`src/logic/mshr_config.svh`:
```
`ifndef MSHR_CONFIG_SVH
`define MSHR_CONFIG_SVH

// Miss table geometry.
`define MSHR_DEPTH 8
`define MSHR_PTR_W 3

// One line is four bus words.
`define LINE_WORDS 4
`define LINE_BITS 128

// Line address split, tag above index.
`define TAG_W 23
`define INDEX_W 5

`endif

```
`src/logic/mshr_pkg.sv`:
```
`default_nettype none

`include "mshr_config.svh"

package mshr_pkg;

    // Wishbone data width.
    localparam int WORD_W = 32;

    // Word position within a line.
    localparam int BEAT_W = $clog2(`LINE_WORDS);

    // Word address on the bus, line address plus beat.
    localparam int WB_ADR_W = `TAG_W + `INDEX_W + BEAT_W;

    typedef struct packed {
        logic [`TAG_W-1:0]   tag;
        logic [`INDEX_W-1:0] index;
    } line_fields_t;

    // Raw view for matching, field view for the victim address.
    typedef union packed {
        logic [`TAG_W+`INDEX_W-1:0] raw;
        line_fields_t               fields;
    } line_addr_u;

endpackage

`default_nettype wire

```
`src/logic/mshr_file.sv`:
```
`timescale 1ns/1ps
`default_nettype none

`include "mshr_config.svh"

module mshr_file (
    input  wire                       g,
    input  wire                       arst_n,
    input  wire                       miss_valid,
    input  wire mshr_pkg::line_addr_u miss_addr,
    input  wire                       miss_dirty,
    input  wire [`TAG_W-1:0]          victim_tag,
    input  wire [`LINE_BITS-1:0]      victim_line,
    input  wire                       head_retire,
    output logic                      miss_ready,
    output logic                      head_valid,
    output logic                      head_dirty,
    output mshr_pkg::line_addr_u      head_addr,
    output logic [`TAG_W-1:0]         head_tag,
    output logic [`LINE_BITS-1:0]     head_line
);

    logic [`MSHR_DEPTH-1:0] valid_q;
    logic [`MSHR_DEPTH-1:0] dirty_q;
    mshr_pkg::line_addr_u   addr_q [`MSHR_DEPTH];
    logic [`TAG_W-1:0]      tag_q [`MSHR_DEPTH];
    logic [`LINE_BITS-1:0]  line_q [`MSHR_DEPTH];

    logic [`MSHR_PTR_W-1:0] alloc_ptr;
    logic [`MSHR_PTR_W-1:0] head_ptr;

    logic [`MSHR_DEPTH-1:0] match;
    logic                   hit;
    logic                   full;
    logic                   alloc;

    // Compare the incoming line against every pending entry at once.
    always_comb
    begin
        for (int i = 0; i < `MSHR_DEPTH; i++)
        begin
            match[i] = valid_q[i] && (addr_q[i].raw == miss_addr.raw);
        end
    end

    assign hit   = |match;
    assign full  = valid_q[alloc_ptr];
    assign miss_ready = hit || !full;

    // A merged miss takes no entry.
    assign alloc = miss_valid && miss_ready && !hit;

    always_ff @(posedge g or negedge arst_n)
    begin
        if (!arst_n)
        begin
            valid_q   <= '0;
            alloc_ptr <= '0;
            head_ptr  <= '0;
        end
        else
        begin
            if (head_retire)
            begin
                valid_q[head_ptr] <= 1'b0;
                head_ptr          <= head_ptr + 1'b1;
            end
            if (alloc)
            begin
                valid_q[alloc_ptr] <= 1'b1;
                alloc_ptr          <= alloc_ptr + 1'b1;
            end
        end
    end

    always_ff @(posedge g)
    begin
        if (alloc)
        begin
            dirty_q[alloc_ptr] <= miss_dirty;
            addr_q[alloc_ptr]  <= miss_addr;
            tag_q[alloc_ptr]   <= victim_tag;
            line_q[alloc_ptr]  <= victim_line;
        end
    end

    // The oldest entry is the one on the bus.
    assign head_valid = valid_q[head_ptr];
    assign head_dirty = dirty_q[head_ptr];
    assign head_addr  = addr_q[head_ptr];
    assign head_tag   = tag_q[head_ptr];
    assign head_line  = line_q[head_ptr];

endmodule

`default_nettype wire

```
`src/logic/beat_counter.sv`:
```
`timescale 1ns/1ps
`default_nettype none

`include "mshr_config.svh"

module beat_counter (
    input  wire                         g,
    input  wire                         arst_n,
    input  wire                         start,
    input  wire                         step,
    output logic [mshr_pkg::BEAT_W-1:0] beat,
    output logic                        last_beat
);

    always_ff @(posedge g or negedge arst_n)
    begin
        if (!arst_n)
            beat <= '0;
        else if (start)
            beat <= '0;
        else if (step)
            beat <= beat + 1'b1;
    end

    // Counter wraps to zero after the final word, ready for the next phase.
    assign last_beat = (beat == mshr_pkg::BEAT_W'(`LINE_WORDS - 1));

endmodule

`default_nettype wire

```
`src/logic/line_buffer.sv`:
```
`timescale 1ns/1ps
`default_nettype none

`include "mshr_config.svh"

module line_buffer (
    input  wire                         g,
    input  wire                         arst_n,
    input  wire [`LINE_BITS-1:0]        head_line,
    input  wire [mshr_pkg::BEAT_W-1:0]  beat,
    input  wire                         capture,
    input  wire [mshr_pkg::WORD_W-1:0]  wb_rdata,
    output logic [mshr_pkg::WORD_W-1:0] wr_word,
    output logic [`LINE_BITS-1:0]       fill_line
);

    // Word 0 sits in the low bits of a line.
    assign wr_word = head_line[beat*mshr_pkg::WORD_W +: mshr_pkg::WORD_W];

    always_ff @(posedge g or negedge arst_n)
    begin
        if (!arst_n)
        begin
            fill_line <= '0;
        end
        else if (capture)
        begin
            fill_line[beat*mshr_pkg::WORD_W +: mshr_pkg::WORD_W] <= wb_rdata;
        end
    end

endmodule

`default_nettype wire

```
`src/logic/miss_fill_fsm.sv`:
```
`timescale 1ns/1ps
`default_nettype none

`include "mshr_config.svh"

module miss_fill_fsm (
    input  wire                            g,
    input  wire                            arst_n,
    input  wire                            head_valid,
    input  wire                            head_dirty,
    input  wire mshr_pkg::line_addr_u      head_addr,
    input  wire [`TAG_W-1:0]               head_tag,
    input  wire                            last_beat,
    input  wire [mshr_pkg::BEAT_W-1:0]     beat,
    input  wire [mshr_pkg::WORD_W-1:0]     wr_word,
    input  wire                            wb_ack,
    output logic                           wb_cyc,
    output logic                           wb_stb,
    output logic                           wb_we,
    output logic [mshr_pkg::WB_ADR_W-1:0]  wb_adr,
    output logic [mshr_pkg::WORD_W-1:0]    wb_wdata,
    output logic                           count_start,
    output logic                           count_step,
    output logic                           capture,
    output logic                           refill_valid,
    output mshr_pkg::line_addr_u           refill_addr,
    output logic                           head_retire
);

    localparam logic [2:0] S_IDLE   = 3'd0;
    localparam logic [2:0] S_WB_REQ = 3'd1;
    localparam logic [2:0] S_WB_GAP = 3'd2;
    localparam logic [2:0] S_RD_REQ = 3'd3;
    localparam logic [2:0] S_RD_GAP = 3'd4;
    localparam logic [2:0] S_REFILL = 3'd5;

    logic [2:0] state_q;
    logic [2:0] state_d;

    always_ff @(posedge g or negedge arst_n)
    begin
        if (!arst_n)
            state_q <= S_IDLE;
        else
            state_q <= state_d;
    end

    always_comb
    begin
        state_d     = state_q;
        count_start = 1'b0;
        count_step  = 1'b0;
        capture     = 1'b0;
        case (state_q)
            S_IDLE:
            begin
                if (head_valid)
                begin
                    count_start = 1'b1;
                    state_d     = head_dirty ? S_WB_REQ : S_RD_REQ;
                end
            end
            S_WB_REQ:
            begin
                // Last write ack hands over to the read phase after a gap.
                if (wb_ack)
                begin
                    count_step = 1'b1;
                    state_d    = last_beat ? S_RD_GAP : S_WB_GAP;
                end
            end
            S_WB_GAP: state_d = S_WB_REQ;
            S_RD_REQ:
            begin
                if (wb_ack)
                begin
                    count_step = 1'b1;
                    capture    = 1'b1;
                    state_d    = last_beat ? S_REFILL : S_RD_GAP;
                end
            end
            S_RD_GAP: state_d = S_RD_REQ;
            S_REFILL: state_d = S_IDLE;
            default:  state_d = S_IDLE;
        endcase
    end

    assign wb_cyc = (state_q == S_WB_REQ) || (state_q == S_RD_REQ);
    assign wb_stb = wb_cyc;
    assign wb_we  = (state_q == S_WB_REQ);

    // Writeback goes to the victim's line, built from its tag and our index.
    assign wb_adr = wb_we ? {head_tag, head_addr.fields.index, beat} : {head_addr.raw, beat};
    assign wb_wdata = wb_we ? wr_word : '0;

    assign refill_valid = (state_q == S_REFILL);
    assign head_retire  = (state_q == S_REFILL);
    assign refill_addr  = head_addr;

endmodule

`default_nettype wire

```
`src/logic/miss_handler_top.sv`:
```
`timescale 1ns/1ps
`default_nettype none

`include "mshr_config.svh"

module miss_handler_top (
    input  wire                            g,
    input  wire                            arst_n,
    input  wire                            miss_valid,
    input  wire mshr_pkg::line_addr_u      miss_addr,
    input  wire                            miss_dirty,
    input  wire [`TAG_W-1:0]               victim_tag,
    input  wire [`LINE_BITS-1:0]           victim_line,
    output logic                           miss_ready,
    output logic                           refill_valid,
    output mshr_pkg::line_addr_u           refill_addr,
    output logic [`LINE_BITS-1:0]          refill_line,
    output logic                           wb_cyc,
    output logic                           wb_stb,
    output logic                           wb_we,
    output logic [mshr_pkg::WB_ADR_W-1:0]  wb_adr,
    output logic [mshr_pkg::WORD_W-1:0]    wb_wdata,
    input  wire [mshr_pkg::WORD_W-1:0]     wb_rdata,
    input  wire                            wb_ack
);

    logic                        head_valid;
    logic                        head_dirty;
    mshr_pkg::line_addr_u        head_addr;
    logic [`TAG_W-1:0]           head_tag;
    logic [`LINE_BITS-1:0]       head_line;
    logic                        head_retire;
    logic                        count_start;
    logic                        count_step;
    logic [mshr_pkg::BEAT_W-1:0] beat;
    logic                        last_beat;
    logic                        capture;
    logic [mshr_pkg::WORD_W-1:0] wr_word;

    mshr_file u_mshr_file (
        .g           (g),
        .arst_n      (arst_n),
        .miss_valid  (miss_valid),
        .miss_addr   (miss_addr),
        .miss_dirty  (miss_dirty),
        .victim_tag  (victim_tag),
        .victim_line (victim_line),
        .head_retire (head_retire),
        .miss_ready  (miss_ready),
        .head_valid  (head_valid),
        .head_dirty  (head_dirty),
        .head_addr   (head_addr),
        .head_tag    (head_tag),
        .head_line   (head_line)
    );

    miss_fill_fsm u_fsm (
        .g            (g),
        .arst_n       (arst_n),
        .head_valid   (head_valid),
        .head_dirty   (head_dirty),
        .head_addr    (head_addr),
        .head_tag     (head_tag),
        .last_beat    (last_beat),
        .beat         (beat),
        .wr_word      (wr_word),
        .wb_ack       (wb_ack),
        .wb_cyc       (wb_cyc),
        .wb_stb       (wb_stb),
        .wb_we        (wb_we),
        .wb_adr       (wb_adr),
        .wb_wdata     (wb_wdata),
        .count_start  (count_start),
        .count_step   (count_step),
        .capture      (capture),
        .refill_valid (refill_valid),
        .refill_addr  (refill_addr),
        .head_retire  (head_retire)
    );

    beat_counter u_beat_counter (
        .g         (g),
        .arst_n    (arst_n),
        .start     (count_start),
        .step      (count_step),
        .beat      (beat),
        .last_beat (last_beat)
    );

    // The assembled line is the refill payload.
    line_buffer u_line_buffer (
        .g         (g),
        .arst_n    (arst_n),
        .head_line (head_line),
        .beat      (beat),
        .capture   (capture),
        .wb_rdata  (wb_rdata),
        .wr_word   (wr_word),
        .fill_line (refill_line)
    );

endmodule

`default_nettype wire

```
`config.mk`:
```
export PLATFORM = sky130hd
export DESIGN_NAME = miss_handler_top
export DESIGN_NICKNAME = d
export VERILOG_FILES = /design/src/logic/mshr_pkg.sv /design/src/logic/mshr_file.sv /design/src/logic/beat_counter.sv /design/src/logic/line_buffer.sv /design/src/logic/miss_fill_fsm.sv /design/src/logic/miss_handler_top.sv
export VERILOG_INCLUDE_DIRS = /design/src /design/src/logic
export SDC_FILE = /design/constraint.sdc
export NUM_CORES = 2
export LEC_CHECK = 0
export BUFFER_PORTS_ARGS = -buffer_cell sky130_fd_sc_hd__buf_2
export CORE_MARGIN = 4
export CORE_UTILIZATION = 45
export CTS_CLUSTER_DIAMETER = 80
export CTS_CLUSTER_SIZE = 10
export DETAILED_ROUTE_END_ITERATION = 8
export GPL_TIMING_DRIVEN = 0
export PLACE_DENSITY = 0.74
export SETUP_SLACK_MARGIN = 0.02
export SLEW_MARGIN = 20
export SYNTH_ARGS = -nofsm -noshare
export SYNTH_HDL_FRONTEND = slang
export SYNTH_SLANG_ARGS = --single-unit
```
`constraint.sdc`:
```
create_clock -name g -period 33.4 [get_ports g]
set_input_delay 1.67 -clock g [delete_from_list [all_inputs] [get_ports g]]
set_output_delay 1.67 -clock g [all_outputs]
set_load 0.01 [all_outputs]
```
# Word level (Yosys, flattened, before mapping)

Memories as Yosys holds them, arrays and structs flattened.
Cells that the tools add are included.

Bits in registers: 155
RAM bits: 1432
Bits of input ports: 216
Output and inout port bits: 223
Word-level logic and storage cells: 94
Memories: 3

Memory list:

| memory             | depth | bits a word | rd ports | clocked after memory_dff | write ports | RTL line        | RTL |
|---|---|---|---|---|---|---|---|
| u_mshr_file.line_q | 8     | 128         | 1        | 0                        | 1           | mshr_file.sv:27 | `` logic [`LINE_BITS-1:0] line_q [`MSHR_DEPTH]; `` |
| u_mshr_file.addr_q | 8     | 28          | 9        | 0                        | 1           | mshr_file.sv:25 | `` mshr_pkg::line_addr_u addr_q [`MSHR_DEPTH]; `` |
| u_mshr_file.tag_q  | 8     | 23          | 1        | 0                        | 1           | mshr_file.sv:26 | `` logic [`TAG_W-1:0] tag_q [`MSHR_DEPTH]; `` |

Add/sub/neg operators: 4
Order comparisons: 4
Eq/ne operators: 17
Shift-type cells: 3
Mux-type cells: 32
Bitwise logic cells: 3
Reduce and logical (&&, ||, !) cells: 21

Operators with widths:

| kind                      | number |
|---|---|
| $eq 28x28->1              | 8 |
| $bwmux 128                | 1 |
| $shift 32x34->128 const A | 1 |
| $shiftx 128x8->32         | 1 |
| $shiftx 32x34->128        | 1 |
| $neg 7->34                | 1 |
| $mux 32                   | 1 |
| $mux 30                   | 1 |
| $mux 8                    | 2 |
| $pmux 3 s5                | 1 |
| $mux 1                    | 13 |
| $logic_and 1x1->1         | 12 |
| $mux 3                    | 4 |
| $bmux 1 s3                | 3 |
| $and 8x8->8               | 1 |
| $bwmux 8                  | 1 |
| $lt 3x4->1 const B        | 2 |
| $not 8->8                 | 1 |
| $or 8x8->8                | 1 |
| $reduce_or 8->1           | 1 |
| $add 3x1->3 const B       | 2 |
| $demux 1 s3               | 2 |
| $eq 3x2->1 const B        | 2 |
| $eq 3x3->1 const B        | 2 |
| 12 further kinds          | 19 |

# Depth between registers and ports, before layout

Depth after elaboration: 9
Mapped depth: 9
Gate-level depth less buffers: 7

# Modules after synthesis

A second synthesis with hierarchy kept.

Cells, all modules: 3126
Area, all modules: 65198.8 µm²

By module, submodules not included:

| module        | times used | cells an instance | area each (µm²) | sequential area each (µm²) |
|---|---|---|---|---|
| mshr_file     | 1          | 2499              | 57446.3         | 43591.8 |
| line_buffer   | 1          | 500               | 6665.1          | 3203.1 |
| miss_fill_fsm | 1          | 120               | 998.5           | 75.1 |
| beat_counter  | 1          | 7                 | 88.8            | 50.0 |

# Least setup slack after synthesis

OpenSTA, ideal clock, no wires.

Path type: input to register
From: input port miss_addr[8] (netlist name)
To: memory u_mshr_file.addr_q[0][0] (netlist name), enable pin
Library setup time: 1.160 ns
Arrival time: 19.732 ns
Data required time: 32.240 ns
Slack: 12.507 ns
Stages: 9
Buffers on the path: 2
Cell sequence: buf_4 xnor2_1 nand4_1 nor4_1 a22oi_1 nand4_1 or2_1 buf_6 nor4_1

Word-level cells in the longest chain between the ends: 8
Elaborated cells on any way between the ends: 23
Those cells by class: eq/ne (8); mux (2); reduce/logical (13)

Ends and longest elaborated chain:

| element                          | RTL line               | RTL |
|---|---|---|
| start: declaration               | miss_handler_top.sv:10 | `input wire mshr_pkg::line_addr_u miss_addr,` |
| $eq 28x28->1                     | mshr_file.sv:42        | `match[i] = valid_q[i] && (addr_q[i].raw == miss_addr.raw);` |
| $logic_and 1x1->1                | mshr_file.sv:42        |  |
| $reduce_or 8->1 (*)              | mshr_file.sv:46        | `assign hit = \|match;` |
| $logic_or 1x1->1                 | mshr_file.sv:48        | `assign miss_ready = hit \|\| !full;` |
| $logic_and 1x1->1                | mshr_file.sv:51        | `assign alloc = miss_valid && miss_ready && !hit;` |
| $logic_and 1x1->1 (*)            | mshr_file.sv:51        |  |
| $mux 1 (*)                       | mshr_file.sv:78        | `if (alloc)` |
| $mux 1 (not written as such) (*) | mshr_file.sv:81        | `addr_q[alloc_ptr] <= miss_addr;` |
| end: declaration                 | mshr_file.sv:25        |  |

Mark *: on every way between the ends. The rest lies on a longest branch, timed or not.

# Worst setup path in the final report

From: register u_mshr_file.head_ptr[2]
To: output port wb_adr[24] (netlist name)

Word-level cells in the longest chain between the ends: 2
Elaborated cells on any way between the ends: 3
Those cells by class: mux (1); memory (2)

Ends and longest elaborated chain:

| element                                             | RTL line               | RTL |
|---|---|---|
| start: declaration                                  | mshr_file.sv:30        | `` logic [`MSHR_PTR_W-1:0] head_ptr; `` |
| start signal: assignment                            | mshr_file.sv:66        | `head_ptr <= head_ptr + 1'b1;` |
| $mem_v2 8x28 / $mem_v2 8x23 (equally long branches) | --                     |  |
| $mux 30 (*)                                         | miss_fill_fsm.sv:93    | `assign wb_adr = wb_we ? {head_tag, head_addr.fields.index, beat} : {head_addr.raw, beat};` |
| end: declaration                                    | miss_handler_top.sv:21 | `output logic [mshr_pkg::WB_ADR_W-1:0] wb_adr,` |

Marks and branches as above.

==> run summary <==
Status: complete, no violations
Distinct cell type count of the synthesized netlist: 40
Prevailing post-synth register cell: edfxtp_1
Worst EP arrival: 4290 ps
Die Area: 147000 um2
Syn avg cell area: 19.9 um2
Final count of negative-setup-slack endpoints: 0
# hold bufs at CTS: 0
Routability Congestion: 0.955
Final Hold Fails: 0
Post-Synth Adder-Cell Area: 0.00158
Initial antenna violation count: 87
Largest family of logic cells by synthesized area: multiplexers
P_leak: 25.0 nW
Commonest non-fill, non-tap cell in the layout: edfxtp_1
Post-Syn Nets: 3417
Total GRT Usage: 0.239
Compound-Gate Fraction of Synth Area: 0.0171
Nets: 4193
Clk_skew: 55.1 ps
Post-detail-place hpwl: 123000 um
Vias: 35.0k
CTS resizes: 0
Hold Crit Class: reg2reg
PwrDens: 81.5 nW/um2
CTS tree: built
Top-area cell type share of the netlist area: 0.680
Worst Hold Depth: 2
CTS max path bufs: 3
Port Buffers: 438
CP Class: reg2out
Synth area leader: edfxtp_1
Critical Path Max Stage Delay: 660 ps
Final slew viol count: 0
Fin util: 0.536
Crit path top cell by count: buf_2
Synth-to-Final Area Change: 17.9%
Initial drt markers: 4318
Yosys Warn Count: 0
Slew HR: 0.254
Mux share of post-synthesis cell area: 0.161
Cell area after layout: 74900 um2
Worst VDD drop: 71.1 uV
Antenna viol nets, final: 0
Simple-Gate Fraction of Synth Area: 0.0321
Period utilization: 0.179
Clk slew on worst S/H paths: 50 ps
#FFs+latches synth: 1587
Cell area after synthesis: 63500 um2
Core area: 140000 um2
Clock Latency Late Sink: 820 ps
Sequential share of the synthesized area: 0.738
Largest net degree at the start of global routing: 93
Async set-or-reset flop fraction in the synthesized netlist: 0.0926
Synth Area in XOR/XNOR: 0.0316
Placement Cell Area: 69900 um2
CP max FO: 10
Post-synth EDFFs: 1440
Synth area leaders: edfxtp_1 (68%), mux4_2 (15%), dfrtp_1 (5.8%)
Overflow after GRT: 0
Die H: 384 um
Crit path launch type: flip-flop
Worst r2r path cells: 15
Worst slew pin tran: 1120 ps
Setup bufs post-CTS: 0
Max-Cap Viols: 0
RSZ-0062 raised after global routing: no
F_max: 0.168 GHz
WL final: 176000 um
Row count: 137
Post-route DRC: 0
Root Buffer: clkbuf_16
H-tree depth reported by CTS: 4
Drt wl/cell: 29.6 um
Via density: 5.89
Worst Path Required: 31730 ps
IO Count: 439
Initial Util: 0.454
CTS Buf Count: 177
CP cell instances: buf_2, buf_2, buf_2, buf_1, mux4_2, mux2i_1, a21oi_1, buf_2
Clk sinks: 1587
Vias in the first global route: 35.2k
Global-route wire length before repair: 253000 um
Fin crit period: 5960 ps
DRT Pass-1 Iters: 8
Synth Instances: 3193
Most frequent cells in the layout: edfxtp_1 (1440), buf_2 (498), mux4_2 (428)
Layout cells sized above 1: 0.339
Die width: 384 um
Crit path max-delay cell type: buf_1
Setup crit end kind: output port
-- flip-flops by register name, indices dropped and copies added, names as in the netlist, 3 cells and up --
signal                   cells
u_mshr_file.line_q        1024
u_mshr_file.addr_q         224
u_mshr_file.tag_q          184
u_line_buffer.fill_line    128
u_mshr_file.dirty_q          8
u_mshr_file.valid_q          8
u_fsm.state_q                3
u_mshr_file.alloc_ptr        3
u_mshr_file.head_ptr         3
-- final timing paths --
kind	from	to	slack [ps]
worst max-delay path	u_mshr_file.head_ptr[2]$_DFFE_PN0P_	wb_adr[24]	27440
worst min-delay path	u_line_buffer.fill_line[2]$_DFFE_PN0P_	u_line_buffer.fill_line[2]$_DFFE_PN0P_	480
worst max register to register	u_mshr_file.addr_q[0][19]$_DFFE_PP_	u_mshr_file.line_q[0][108]$_DFFE_PP_	28590
worst min register to register	u_line_buffer.fill_line[2]$_DFFE_PN0P_	u_line_buffer.fill_line[2]$_DFFE_PN0P_	480
max in group asynchronous	arst_n	u_mshr_file.valid_q[7]$_DFF_PN0_	31780
min in group asynchronous	arst_n	u_line_buffer.fill_line[112]$_DFFE_PN0P_	770
-- cells by family after synthesis --
family                   Yosys count
adder cells (fa/ha/maj)            8
multiplexers                     484
AO/OA/AOI/OAI                    207
AND/OR/NAND/NOR                  477
flip-flops                      1587
buffers and inverters            201
XOR/XNOR                         229
-- critical path: cells and delay by family (launching register included) --
kind                   cells  cell delay, ps
DFF                        1             320
AOI/OAI and AO/OA          1             170
buffers and inverters      5            2050
muxes                      2             930
-- synthesized netlist by cell type (all sizes together), types with 4 or more instances --
master     n
or2        4
nor4      18
clkbuf    73
o21ai    135
mux2i     25
inv        4
mux2      31
dfrtp    147
nand4     49
nor2b      4
nand2b     5
nor3b      4
edfxtp  1440
buf      124
nor2      31
ha         8
a21oi     57
mux4     428
xnor2    227
a22oi      4
o31ai      6
nand3     10
nand2    342
nor3       5
-- stage by stage --
step | cells | power [mW] | hold WS (ps) | worst slack (ps) | TNS, ps
floorplan | 3193 | 3.69 | 491 | 12510 | 0
global placement | 5507 | 4.47 | 463 | -6250 | -1118930
detailed placement | 5666 | 4.43 | 470 | 27060 | 0
CTS | 5893 | 6.14 | 481 | 27390 | 0
global route | 5901 | 6.34 | 502 | 27330 | 0
finish | 5936 | 6.11 | 480 | 27440 | 0
-- where the power goes --
part           switching (mW)  internal, mW  leakage, nW  total, mW
Combinational            1.13         0.810         7.70       1.94
Sequential             0.0765          2.38         15.0       2.46
Clock                   0.742         0.968         2.38       1.71
Total                    1.94          4.16         25.0       6.11
-- area by class of cell --
type / instances / area (um2)
inverter: 4 / 15.0
clock buffer: 211 / 4580
clock inverter: 16 / 343
multi-input combinational: 1405 / 15500
buffer: 197 / 1150
fill: 10700 / 64900
tap: 1876 / 2350
timing repair buffer: 597 / 3950
sequential: 1587 / 46900
antenna: 43 / 108
-- metal layers --
| metal | GRT usage | routed length (um) | share of wire | up-vias |
|---|---|---|---|---|
| li1 | - | - | - | 14300 |
| met1 | 0.321 | 66500 | 0.38 | 18200 |
| met4 | 0.0809 | 5980 | 0.034 | 28 |
| met2 | 0.372 | 82800 | 0.47 | 2076 |
| met3 | 0.0770 | 20400 | 0.12 | 360 |
| met5 | 0 | 181 | 0.0010 | - |
No activity file was read; power rests on OpenSTA's default activity.
